[config.mk]
export PLATFORM = sky130hd
export DESIGN_NAME = cacheCtrl
export DESIGN_NICKNAME = d
export VERILOG_FILES = /design/src/cachePkg.sv /design/src/cacheCtrl.sv
export SDC_FILE = /design/constraint.sdc
export NUM_CORES = 1
export LEC_CHECK = 0
export ABC_AREA = 0
export ABC_CLOCK_PERIOD_IN_PS = 1660
export CELL_PAD_IN_SITES_DETAIL_PLACEMENT = 0
export CELL_PAD_IN_SITES_GLOBAL_PLACEMENT = 1
export CORE_AREA = 2 2 119 121
export DETAILED_ROUTE_END_ITERATION = 12
export DIE_AREA = 0 0 121 123
export DONT_BUFFER_PORTS = 1
export PLACE_DENSITY = 0.49
export SYNTH_ARGS = -nofsm -noshare
export SYNTH_HDL_FRONTEND = slang
export SYNTH_SLANG_ARGS = --single-unit
[constraint.sdc]
create_clock -name clk -period 1.66 [get_ports clk]
set_input_delay 0.166 -clock clk [delete_from_list [all_inputs] [get_ports clk]]
set_output_delay 0.166 -clock clk [all_outputs]
set_load 0.01 [all_outputs]
[src/cachePkg.sv]
// Cache geometry constants for a 4-way, 128-set, 8-word-line cache
// Address field, word, line, tag entry and age types
// Age reset constant for the replacement RAM
package cachePkg;

  localparam int NumWays      = 4;
  localparam int WordsPerLine = 8;
  localparam int NumSets      = 128;

  localparam int AddrBits   = 32;
  localparam int WordBits   = 32;
  // Byte lanes inside a word, ignored by the cache
  localparam int ByteBits   = 2;
  localparam int OffsetBits = $clog2(WordsPerLine);
  localparam int IndexBits  = $clog2(NumSets);
  localparam int TagBits    = AddrBits - IndexBits - OffsetBits - ByteBits;
  localparam int WayBits    = $clog2(NumWays);
  localparam int AgeBits    = $clog2(NumWays);

  typedef logic [AddrBits-1:0]   addrT;
  typedef logic [WordBits-1:0]   wordT;
  typedef logic [TagBits-1:0]    tagT;
  typedef logic [IndexBits-1:0]  indexT;
  typedef logic [OffsetBits-1:0] offsetT;
  typedef logic [WayBits-1:0]    wayIdxT;
  typedef logic [AgeBits-1:0]    ageT;

  // Word 0 at the low end of the line
  typedef wordT [WordsPerLine-1:0] lineT;

  typedef struct packed {
    logic valid;
    tagT  tag;
  } tagEntryT;

  // One age per way, way 0 in the low bits
  typedef ageT [NumWays-1:0] setAgesT;

  // Way i starts out with age i
  localparam setAgesT initAges = {2'd3, 2'd2, 2'd1, 2'd0};

endpackage

[src/cacheCtrl.sv]
`timescale 1ns/1ps
// Request controller: address split and request registers
// Commit strobe and way choice for the lookup cycle
// Registered ready, hit and read data two cycles after the request
module cacheCtrl (
  input  logic                                   clk,
  input  logic                                   resetn,
  input  logic                                   rd,
  input  logic                                   wr,
  input  cachePkg::addrT                         addr,
  input  cachePkg::wordT                         writeData,
  input  logic [cachePkg::NumWays-1:0]           wayHit,
  input  cachePkg::wordT [cachePkg::NumWays-1:0] wayWord,
  input  cachePkg::wayIdxT                       victimWay,
  output cachePkg::indexT                        index,
  output logic                                   rdEn,
  output logic                                   wrOp,
  output logic                                   commit,
  output cachePkg::tagT                          reqTag,
  output cachePkg::offsetT                       reqOffset,
  output cachePkg::wordT                         reqData,
  output cachePkg::wayIdxT                       commitWay,
  output logic                                   ready,
  output logic                                   hit,
  output cachePkg::wordT                         readData
);
  import cachePkg::*;

  logic   request;
  logic   lookupValid;
  logic   anyHit;
  wayIdxT hitWay;

  assign request = rd || wr;

  // Request fields held until the next request
  always_ff @(posedge clk) begin
    if (request) begin
      reqTag    <= addr[AddrBits-1 -: TagBits];
      index     <= addr[ByteBits+OffsetBits +: IndexBits];
      reqOffset <= addr[ByteBits +: OffsetBits];
      reqData   <= writeData;
    end
  end

  always_ff @(posedge clk or negedge resetn) begin
    if (!resetn) begin
      rdEn        <= 1'b0;
      wrOp        <= 1'b0;
      lookupValid <= 1'b0;
    end else begin
      rdEn        <= request;
      lookupValid <= rdEn;
      if (request) begin
        wrOp <= wr;
      end
    end
  end

  // Tags are unique within a set, so at most one way hits
  always_comb begin
    hitWay = '0;
    for (int w = NumWays - 1; w >= 0; w--) begin
      if (wayHit[w]) begin
        hitWay = wayIdxT'(w);
      end
    end
  end

  assign anyHit = |wayHit;

  // Every hit ages the set; a write miss also allocates the victim
  assign commit    = lookupValid && (anyHit || wrOp);
  assign commitWay = anyHit ? hitWay : victimWay;

  always_ff @(posedge clk or negedge resetn) begin
    if (!resetn) begin
      ready    <= 1'b0;
      hit      <= 1'b0;
      readData <= '0;
    end else begin
      ready    <= lookupValid;
      hit      <= lookupValid && anyHit;
      readData <= (lookupValid && anyHit && !wrOp) ? wayWord[hitWay] : '0;
    end
  end

endmodule

**Yosys cells after proc, flatten, opt, wreduce, memory -nomap -nowiden**

Index checks and enable logic that the tools add are counted.
W data, S select, Z words.

- Order comparisons: 1
- Multiplexer cells: 8
- Reduce and logical (&&, ||, !) cells: 7

Operator list:

| operator | count |
|---|---|
| $bmux W32 S2 | 1 |
| $mux W32 | 2 |
| $mux W2 | 5 |
| $reduce_or A4 Y1 | 1 |
| $logic_and A1 B1 Y1 | 3 |
| $lt A2 B3 Y1 const B | 1 |
| $logic_or A1 B1 Y1 | 2 |
| $logic_not A1 Y1 | 1 |

- Register bits: 99
- Bits of input ports: 202
- Output and inout port bits: 101
- Logic and storage cells: 26

**Logic depth before layout (Yosys ltp)**

- Word-level depth: 7
- Depth in mapped cells: 6

**Worst setup path before layout**

Ideal clock, no wire load.

- Path type: flip-flop to flip-flop
- Start point: register wrOp
- End point: register readData[1]
- Setup time: 86 ps
- Arrival time: 1510 ps
- Slack: 64 ps
- Stages on the path, launching flop included: 7
- Path buffers: 3
- Period minus slack after synthesis: 1596 ps
- Cells stage by stage: dfrtp_1 nand2b_1 buf_2 or4_4 buf_6 buf_8 o22ai_1

- Word-level cells in the longest chain between the ends: 3

Ends and longest elaborated chain:

| item | line | RTL |
|---|---|---|
| start, declared | cacheCtrl.sv:17 | `output logic wrOp,` |
| start signal, assigned | cacheCtrl.sv:55 | `wrOp <= wr;` |
| $logic_not A1 Y1 | cacheCtrl.sv:84 | `readData <= (lookupValid && anyHit && !wrOp) ? wayWord[hitWay] : '0;` |
| $logic_and A1 B1 Y1 | cacheCtrl.sv:84 |  |
| $mux W32 | cacheCtrl.sv:84 |  |
| end signal, assigned | cacheCtrl.sv:84 |  |
| end, declared | cacheCtrl.sv:25 | `output cachePkg::wordT readData` |

Every way passes these cells.
A chain may end at the register's enable or synchronous reset.

**Worst setup path in the final report**

- Start point: register wrOp
- End point: register readData[29]

Same word-level chain as after synthesis.

==> impl_metrics.yaml <==
run_status:
  status: "finished, final reports clean"
floorplan:
  core_um2: 13600
  die_area_um2: 14900
  initial_core_util: 0.274
  die_y_um: 123
  rows: 43
  die_x_um: 121
  io_pins: 303
placement:
  gp_congestion: 0.686
  numPortBuffers: 0
  dp_slack_ns: -0.0650
  place_hpwl_um: 8220
  place_area_um2: 3880
drt:
  vias: 2495
  drc_errors: 0
  ant_nets: 0
  vias_per_cell: 5.21
  wl_per_cell_um: 24.7
  routed_wl_um: 11800
  drt_iter0_drc: 200
  firstDrtPassIters: 4
logic_synthesis:
  ys.flop_type: "edfxtp_1"
  synth_area_um2: 3730
  synth_commonest_cells: "63 x a22oi_1, 62 x edfxtp_1, 37 x dfrtp_1"
  synth-seq-area-share: 0.747
  yosysMostFrequentCell: "a22oi_1"
  yosys-top-cells-area: "edfxtp_1 50%, dfrtp_1 25%, a22oi_1 13%"
  synth_top_area_cell: "edfxtp_1"
  synth_edf_count: 62
  synth_top_area_frac: 0.499
  postSynthAreaPerCell_um2: 16.0
  synth-warning-count: 0
  ys_async_sr_fraction: 0.374
  synth_cell_type_count: 21
  synth_nets: 436
  netlist_instances: 234
  synth_seq_cells: 99
final_layout:
  area_delta_synth_final_pct: 31.3
  final_cell_area_um2: 4900
  fin_nets: 496
  num_antenna_cells: 0
  drive_above_1_share: 0.104
worst_hold_path:
  hp-class: "in2reg"
sta:
  fin_crit_ns: 1.60
  timing.fmax_ghz: 0.627
  final.setup.tns_ns: 0
  worst_pin_slew_ns: 1.27
  max-slew-margin-rel: 0.151
  timing.clock.skew_ns: 0.00368
  hold_viol: 0
  rsz0062_at_grt: "true"
  setup_ws_ns: 0.0642
  setup_viol: 0
  whs_ns: 0.0165
  finalMaxSlewViolations: 0
  period_share: 0.961
power_and_ir_drop:
  p_leak_nw: 1.80
  p_per_area_nw_per_um2: 1170
  p_total_w: 0.00575
  ir_drop_v: 0.000421
global_route:
  gr-usage-met1: 0.162
  gr-max-usage-layer: "met2"
  grt_pass1_wl_um: 15900
  use_met2: 0.265
  grt_overflow: 0
  grt_pass1_vias: 2549
  antenna_found_initial: 1
  grt_max_degree: 64
  grt_util_met3: 0.0498
  track_usage: 0.149
worst_setup_path:
  start_kind: "flop"
  critPathMaxStageDelay_ns: 0.64
  worst_ep_required_time_ns: 1.92
  cp.arrival_ns: 1.86
  critPathSlowestCell: "or4_4"
  ff2ff_setup_slack_ns: 0.06
  endpoint_kind: "flop"
  crit_chain: "nand2b_2 > or4_4 > o22ai_1"
  path_max_fanout: 32
  crit_type: "reg2reg"
cts:
  cts-root-buf: "clkbuf_16"
  cts-resized-gates: 0
  worst_skew_pair.late_latency_ns: 0.35
  cts_inserted_buffers: 9
  cts_tree: "yes"
  htreeDepth: 3
  clk_path_buf_depth: 2
  clk_pin_slew_ns: 0.07
  cts_sinks: 99
job:
  maxCapViolations: 0
[power by group]
| part | internal, W | leakage, nW | switching, W |
|---|---|---|---|
| clock | 0.00134 | 0.153 | 0.000976 |
| combinational | 0.000214 | 0.534 | 0.000186 |
| sequential | 0.00284 | 1.12 | 0.000186 |
| total | 0.00440 | 1.80 | 0.00135 |
[sequential cells by signal, indices dropped and copies added (netlist names)]
name / flops
readData: 32
reqData: 32
reqTag: 20
index: 7
reqOffset: 3
hit: 1
lookupValid: 1
rdEn: 1
ready: 1
wrOp: 1
[worst max-delay path: cells and delay by family, from the launching register on]
family	cells	cell delay, ns
simple gates	2	0.82
flops	1	0.38
compound gates	1	0.28
[worst paths after layout]
path / startpoint / to / depth (start not counted)
max: wrOp / readData[29] / 3
min: wayWord[32] / readData[0] / 2
max reg2reg: wrOp / readData[29] / 3
min reg2reg: rdEn / lookupValid / 0
max in group asynchronous: resetn / hit / 2
min in group asynchronous: resetn / readData[16] / 2
[cells by family after synthesis]
group                  synth area share
AO/OA/AOI/OAI                     0.202
flip-flops                        0.747
buffers and inverters            0.0355
AND/OR/NAND/NOR                  0.0158
[cell type report]
class                      instances  area, µm²
inverter                           2       7.51
timing repair buffer              72        733
tap                              180        225
sequential                        99       2790
clock buffer                      10        229
fill                            1290       8710
multi-input combinational        110        821
clock inverter                     6       97.6
[layout by cell type, fill, tap and decap left out, drive strengths merged, types with 2 or more instances in the layout]
cell type and count:
dlygate4sd3 67, dfrtp 37, nor3 2, a21o 2, o22ai 32, nor2b 2, a22oi 63, bufinv 2
buf 5, a21oi 2, clkinvlp 2, inv 4, edfxtp 62, clkbuf 10
[metal layers]
metal / wire length, µm / share of wire
met1: 4420 / 0.37
met2: 6100 / 0.52
met3: 1120 / 0.094
met4: 188 / 0.016
met5: 11 / 0.00093
[what timing repair did]
item                                    CTS  global route
endpoints found under the hold margin   101             0
endpoints found under the setup margin    0             3
setup buffers                             0             0
hold buffers                             68             0
[stage by stage]
stage	util	std cells
final	0.360	479
after global routing	0.360	479
after CTS	0.360	479
after detailed placement	0.285	395
after global placement	0.285	395
after floorplan	-	234
(Power assumes the default switching activity.)
