[src/cachePkg.sv]
// Cache geometry constants for a 4-way, 128-set, 8-word-line cache
// Address field, word, line, tag entry and age types
// Age reset constant for the replacement RAM
package cachePkg;

  localparam int NumWays      = 4;
  localparam int WordsPerLine = 8;
  localparam int NumSets      = 128;

  localparam int AddrBits   = 32;
  localparam int WordBits   = 32;
  // Byte lanes inside a word, ignored by the cache
  localparam int ByteBits   = 2;
  localparam int OffsetBits = $clog2(WordsPerLine);
  localparam int IndexBits  = $clog2(NumSets);
  localparam int TagBits    = AddrBits - IndexBits - OffsetBits - ByteBits;
  localparam int WayBits    = $clog2(NumWays);
  localparam int AgeBits    = $clog2(NumWays);

  typedef logic [AddrBits-1:0]   addrT;
  typedef logic [WordBits-1:0]   wordT;
  typedef logic [TagBits-1:0]    tagT;
  typedef logic [IndexBits-1:0]  indexT;
  typedef logic [OffsetBits-1:0] offsetT;
  typedef logic [WayBits-1:0]    wayIdxT;
  typedef logic [AgeBits-1:0]    ageT;

  // Word 0 at the low end of the line
  typedef wordT [WordsPerLine-1:0] lineT;

  typedef struct packed {
    logic valid;
    tagT  tag;
  } tagEntryT;

  // One age per way, way 0 in the low bits
  typedef ageT [NumWays-1:0] setAgesT;

  // Way i starts out with age i
  localparam setAgesT initAges = {2'd3, 2'd2, 2'd1, 2'd0};

endpackage

[src/syncRam.sv]
`timescale 1ns/1ps
// Generic single-port RAM with synchronous read
// Every entry and the read register reset to a given value
module syncRam #(
  parameter type PayloadT   = logic [31:0],
  parameter int  Depth      = 128,
  parameter PayloadT ResetValue = PayloadT'(0)
) (
  input  logic            clk,
  input  logic            resetn,
  input  logic            en,
  input  logic            we,
  input  cachePkg::indexT addr,
  input  PayloadT         wdata,
  output PayloadT         rdata
);

  PayloadT mem [Depth];

  always_ff @(posedge clk or negedge resetn) begin
    if (!resetn) begin
      for (int i = 0; i < Depth; i++) begin
        mem[i] <= ResetValue;
      end
      rdata <= ResetValue;
    end else if (en) begin
      // Read data holds its last value during a write
      if (we) begin
        mem[addr] <= wdata;
      end else begin
        rdata <= mem[addr];
      end
    end
  end

endmodule

[src/ageReplacer.sv]
`timescale 1ns/1ps
// Age-based replacement for all sets
// Per-set age RAM, victim choice and age update on commit
module ageReplacer (
  input  logic                          clk,
  input  logic                          resetn,
  input  logic                          rdEn,
  input  logic                          commit,
  input  cachePkg::indexT               index,
  input  cachePkg::wayIdxT              commitWay,
  input  logic [cachePkg::NumWays-1:0]  wayValid,
  output cachePkg::wayIdxT              victimWay
);
  import cachePkg::*;

  setAgesT curAges;
  setAgesT newAges;
  logic    ramEn;

  assign ramEn = rdEn || commit;

  // Lowest invalid way first, otherwise the oldest way (age 0)
  always_comb begin
    victimWay = '0;
    if (&wayValid) begin
      for (int w = 0; w < NumWays; w++) begin
        if (curAges[w] == '0) begin
          victimWay = wayIdxT'(w);
        end
      end
    end else begin
      for (int w = NumWays - 1; w >= 0; w--) begin
        if (!wayValid[w]) begin
          victimWay = wayIdxT'(w);
        end
      end
    end
  end

  // Used way becomes youngest, ways above its old age shift down
  always_comb begin
    ageT oldAge;
    oldAge = curAges[commitWay];
    for (int w = 0; w < NumWays; w++) begin
      if (wayIdxT'(w) == commitWay) begin
        newAges[w] = ageT'(NumWays - 1);
      end else if (curAges[w] > oldAge) begin
        newAges[w] = curAges[w] - ageT'(1);
      end else begin
        newAges[w] = curAges[w];
      end
    end
  end

  syncRam #(
    .PayloadT   (setAgesT),
    .Depth      (NumSets),
    .ResetValue (initAges)
  ) u_ageRam (
    .clk    (clk),
    .resetn (resetn),
    .en     (ramEn),
    .we     (commit),
    .addr   (index),
    .wdata  (newAges),
    .rdata  (curAges)
  );

endmodule

[config.mk]
export PLATFORM = sky130hd
export DESIGN_NAME = ageReplacer
export DESIGN_NICKNAME = d
export VERILOG_FILES = /design/src/cachePkg.sv /design/src/syncRam.sv /design/src/ageReplacer.sv
export SDC_FILE = /design/constraint.sdc
export NUM_CORES = 2
export LEC_CHECK = 0
export ABC_CLOCK_PERIOD_IN_PS = 7420
export BUFFER_PORTS_ARGS = -buffer_cell sky130_fd_sc_hd__buf_2
export CAP_MARGIN = 5
export CORE_MARGIN = 3
export CORE_UTILIZATION = 30
export DETAILED_ROUTE_END_ITERATION = 12
export PLACE_DENSITY = 0.49
export SLEW_MARGIN = 30
export SYNTH_ARGS = -nofsm -noshare
export SYNTH_HDL_FRONTEND = slang
export SYNTH_SLANG_ARGS = --single-unit
[constraint.sdc]
create_clock -name clk -period 7.42 [get_ports clk]
set_input_delay 0.742 -clock clk [delete_from_list [all_inputs] [get_ports clk]]
set_output_delay 0.742 -clock clk [all_outputs]
set_load 0.01 [all_outputs]
After elaboration in Yosys (flattened, before gate mapping). Index checks and enable logic that the tools add are counted.

Bits in registers: 1032. Input bits: 17. Output and inout bits: 2.

Add/sub/neg operators: 4. Magnitude comparators: 7. Equality and inequality tests: 3. Mux-type cells: 24. Bitwise operators: 2. Reductions and logical operators: 9.

Operator list (number): bitwise mux 1024 bit (1); binary-select mux 8 bit (select 7 bit) (1); demux 8 bit (select 7 bit) (1); 2-to-1 mux 2 bit (16); 2-to-1 mux 8 bit (3); >= comparator 8 bit, second input constant (1); greater-than comparator 2 bit (4); logical NOT 2 bit (4); less-than comparator 8 x 1 -> 1 bit, second input constant (1); NOT 7 -> 8 bit (1); subtractor 2 x 1 -> 2 bit, second input constant (4); binary-select mux 2 bit (select 2 bit) (1); equality test 2 bit, first input constant (2); AND reduction 2 bit (2); AND reduction 4 bit (1); less-than comparator 2 x 3 -> 1 bit, second input constant (1); equality test 1 x 2 -> 1 bit, first input constant (1); logical AND 1 bit (1); logical OR 1 bit (1); 2-to-1 mux 1 bit (1); NOT 1 bit (1).

Depth between registers and ports, before layout.
Depth in word-level cells: 6. Mapped depth: 12. Mapped depth without buffers: 9.

Modules after synthesis. Synthesis repeated with hierarchy kept, for this count alone.

Cells, all modules: 3574. Area total of the unflattened synthesis: 49179.7 um2.

By module, submodules not included: syncRam (instances 1, cells an instance 3512, area an instance 48725.5 um2, sequential area each 26470.4 um2); ageReplacer (instances 1, cells an instance 62, area an instance 454.2 um2, sequential area each 0.0 um2).

Worst setup path after synthesis. Ideal clock, no wire load.

Path type: input to register. Start point: input commitWay[0]. End point: register u_ageRam.mem[260] (netlist bit). Library setup time: 137 ps. Arrival time: 3365 ps. Required time: 7283 ps. Path slack: 3918 ps. Cell stages on the path: 12. Path buffers: 4. Cells stage by stage: clkbuf_1 > mux4_2 > inv_1 > ha_1 > nor2b_1 > o21ai_0 > xnor2_1 > nor2_1 > clkbuf_1 > clkbuf_1 > clkbuf_1 > a21oi_1.

Word-level cells in the longest chain between the ends: 6.

RTL lines: from (decl) (line ageReplacer.sv:10) `input cachePkg::wayIdxT commitWay,`; binary-select mux 2 bit (select 2 bit) (line ageReplacer.sv:43) `oldAge = curAges[commitWay];`; 2-to-1 mux 2 bit (not written as such) (line ageReplacer.sv:43); greater-than comparator 2 bit (line ageReplacer.sv:47) `end else if (curAges[w] > oldAge) begin`; 2-to-1 mux 2 bit (line ageReplacer.sv:47); 2-to-1 mux 2 bit * (line ageReplacer.sv:45) `if (wayIdxT'(w) == commitWay) begin`; bitwise mux 1024 bit * (line syncRam.sv:29) `mem[addr] <= wdata;`; to (signal, indexed assignment) (line syncRam.sv:23) `mem[i] <= ResetValue;`; to (signal, indexed assignment) (line syncRam.sv:29); to (decl) (line syncRam.sv:18) `PayloadT mem [Depth];`.

Every way passes the cells marked *; elsewhere a longest branch is shown, timed or not. The select of a mux whose other input is x is not followed. A chain may end at the register's enable or synchronous reset.

Worst setup path after layout.
Start point: register u_ageRam.rdata[3] (netlist bit). End point: register u_ageRam.mem[882] (netlist bit).

Word-level cells in the longest chain between the ends: 6.

RTL lines: from (decl) (line syncRam.sv:15) `output PayloadT rdata`; from (signal assigned) (line syncRam.sv:25) `rdata <= ResetValue;`; from (signal assigned) (line syncRam.sv:31) `rdata <= mem[addr];`; binary-select mux 2 bit (select 2 bit) (line ageReplacer.sv:43); 2-to-1 mux 2 bit (not written as such) (line ageReplacer.sv:43); greater-than comparator 2 bit * (line ageReplacer.sv:47); 2-to-1 mux 2 bit * (line ageReplacer.sv:47); 2-to-1 mux 2 bit * (line ageReplacer.sv:45); bitwise mux 1024 bit * (line syncRam.sv:29).

Marks and branches as above.

==> flow_summary.yaml <==
floorplan:
  initial_core_util: 0.304
  dieHeight_um: 400
  core_um2: 153000
  fp-row-count: 143
  dieArea_um2: 160000
  ios: 19
  fp.dieW_um: 400
global_routing:
  grt_pass1_vias: 32897
  grt_first_pass_wirelength_um: 226000
  grt.overflow.total: 0
  grt_util_all_layers: 0.187
  grt_max_degree: 170
  antenna_found_initial: 5
finish:
  final_cells: 6458
  diodes: 0
  syn_to_final_growth_pct: 12.7
  final_cell_mix: "nand2_1, o21ai_0, dfrtp_1, dfstp_2, nor2_1"
  nets: 4356
  drive_above_1_share: 0.247
  final_area_um2: 52500
  final_common_cell: "nand2_1"
sta:
  timing.fmax_mhz: 268
  worst_pin_slew_ns: 1.07
  slew_violations: 0
  setup_violations: 0
  hold_viol_final: 0
  tns_ns: 0
  period_share: 0.504
  rsz0062_at_grt: "no"
  maxSlewHeadroom: 0.285
  final.min_clock_period_ns: 3.74
  clock_skew_ns: 0.0437
  holdWs_ns: 0.0712
synth:
  yosysWarnings: 0
  syn_avg_cell_area_um2: 10.4
  synth_seq_cells: 1032
  yosysSeqAreaShare: 0.569
  syn_inst: 4479
  synth-edff-count: 0
  synth_top_area_share: 0.291
  synth_ff_type: "dfstp_2"
  syn_area_um2: 46500
  synth.largest_area_cell: "dfstp_2"
  synth_cell_type_count: 77
  synth_fp_nets: 4507
  async_flop_share: 1.00
  synthTopCellsByArea: "dfstp_2, dfrtp_1, o21ai_0"
worst_setup_path:
  cp.arrival_ns: 4.35
  crit_required_ns: 8.03
  cp_slowest_cell: "a21oi_4"
  slowest_delay_ns: 0.68
  critPathLaunchType: "register"
  cp_cell_sequence: "mux4_2, inv_1, ha_1, nor2b_1, o21ai_0, xnor2_1, a21oi_4, buf_12, o21ai_0"
  crit_path_frequent_cell: "o21ai_0"
  end_kind: "register"
  path_max_fanout: 104
  crit_type: "reg2reg"
power_and_ir_drop:
  leakage_nw: 21.0
  power_density_nw_per_um2: 306
  ir_drop_mv: 0.193
clocking:
  cts_hold_buf: 0
  cts_inserted_buffers: 114
  clock_path_buffers: 3
  root_buffer: "clkbuf_16"
  htree_levels: 3
  clock_sinks: 1032
  postCtsSetupRepairBufs: 0
  clk_latency_ns: 0.74
  cts_tree: "built"
  path_clk_slew_ns: 0.06
  cts_resized: 0
placement:
  placedCellCount: 6240
  dp_hpwl_um: 92700
  placed_area_um2: 48500
  gp_congestion: 0.834
  numPortBuffers: 18
route:
  vias: 33603
  viasPerCell: 5.20
  finalWirelength_um: 149000
  dr.pass1.iters: 6
  remaining_drc_errors: 0
  ant_nets: 0
  wl_per_cell_um: 23.1
  drtIter0Drc: 2715
flow_run:
  cap_violations: 0
min_path:
  hp-class: "in2async"
run_status:
  outcome: "finished, final reports clean"
## Yosys cell counts, types with 14 or more instances
master / number
nand2b_1: 21
dfrtp_1: 516
nor2_1: 479
o211ai_1: 20
a31oi_1: 14
a221o_1: 23
a21oi_1: 432
clkbuf_1: 197
mux2i_1: 55
buf_2: 141
nand2_1: 783
a22oi_1: 36
nand3_1: 20
dfstp_2: 516
a22o_1: 15
nor3_2: 14
inv_1: 14
o21ai_0: 659
buf_4: 23
a221oi_1: 103
mux4_2: 142
mux2_2: 68
## sequential cells by signal, indices dropped and copies added, names as in the netlist
name            flops
u_ageRam.rdata      8
u_ageRam.mem     1024
## path summary, 6_finish.rpt
check | start | to | slack [ns] | cells after the start
max in group asynchronous | resetn | u_ageRam.mem[769]$_DFFE_PN0P_ | 5.88 | 3
worst max-delay path | u_ageRam.rdata[3]$_DFFE_PN0P_ | u_ageRam.mem[882]$_DFFE_PN1P_ | 3.68 | 9
worst min register to register | u_ageRam.mem[491]$_DFFE_PN0P_ | u_ageRam.mem[491]$_DFFE_PN0P_ | 0.47 | 2
min in group clk | u_ageRam.mem[491]$_DFFE_PN0P_ | u_ageRam.mem[491]$_DFFE_PN0P_ | 0.47 | 2
worst max register to register | u_ageRam.rdata[3]$_DFFE_PN0P_ | u_ageRam.mem[882]$_DFFE_PN1P_ | 3.68 | 9
worst min-delay path | resetn | u_ageRam.mem[385]$_DFFE_PN0P_ | 0.07 | 1
## worst max-delay path, delay by kind of cell, from the launching register on
kind / cells / cell delay [ns]
AOI/OAI and AO/OA: 3 / 1.37
xor gates and xnor gates: 1 / 0.20
adders and majority gates: 1 / 0.26
buffers and inverters: 2 / 0.51
DFF: 1 / 0.44
muxes: 1 / 0.46
and+or+nand+nor: 1 / 0.14
## metrics by stage
stage	power (mW)	setup WS, ns	utilization
CTS	16.2	3.59	0.342
finish	16.0	3.68	0.343
global placement	10.2	2.89	0.316
detailed placement	10.3	2.92	0.317
global route	16.9	3.48	0.343
floorplan	9.06	3.92	-
## cells by family after synthesis
kind of cell,share of synthesized area
compound gates,0.171
simple gates,0.119
flops,0.569
mux,0.0970
xor+xnor,0.000753
buf+inv,0.0408
fa+ha+maj,0.00296
## area by class of cell
type                    instances  area [um2]
repair buffers                116        1070
inverters                      16        60.1
clock buffers                 171        3380
flip-flops and latches       1032       26500
well taps                    2030        2540
multi-input cells            3048       18400
clock inverters                45         508
fillers                     15398      101000
## report_power, final
group / leakage [nW] / switching (mW) / internal, mW
Clock: 1.93 / 2.41 / 3.46
Combinational: 6.82 / 2.03 / 0.917
Sequential: 12.3 / 0.445 / 6.79
## per-layer routing
metal,part of all wire,GRT usage,wire [um]
met5,0.000087,0,13
met4,0.023,0.0499,3380
met1,0.47,0.274,70700
met3,0.051,0.0255,7570
met2,0.45,0.290,67400
Power figures use the tool's default switching activity.
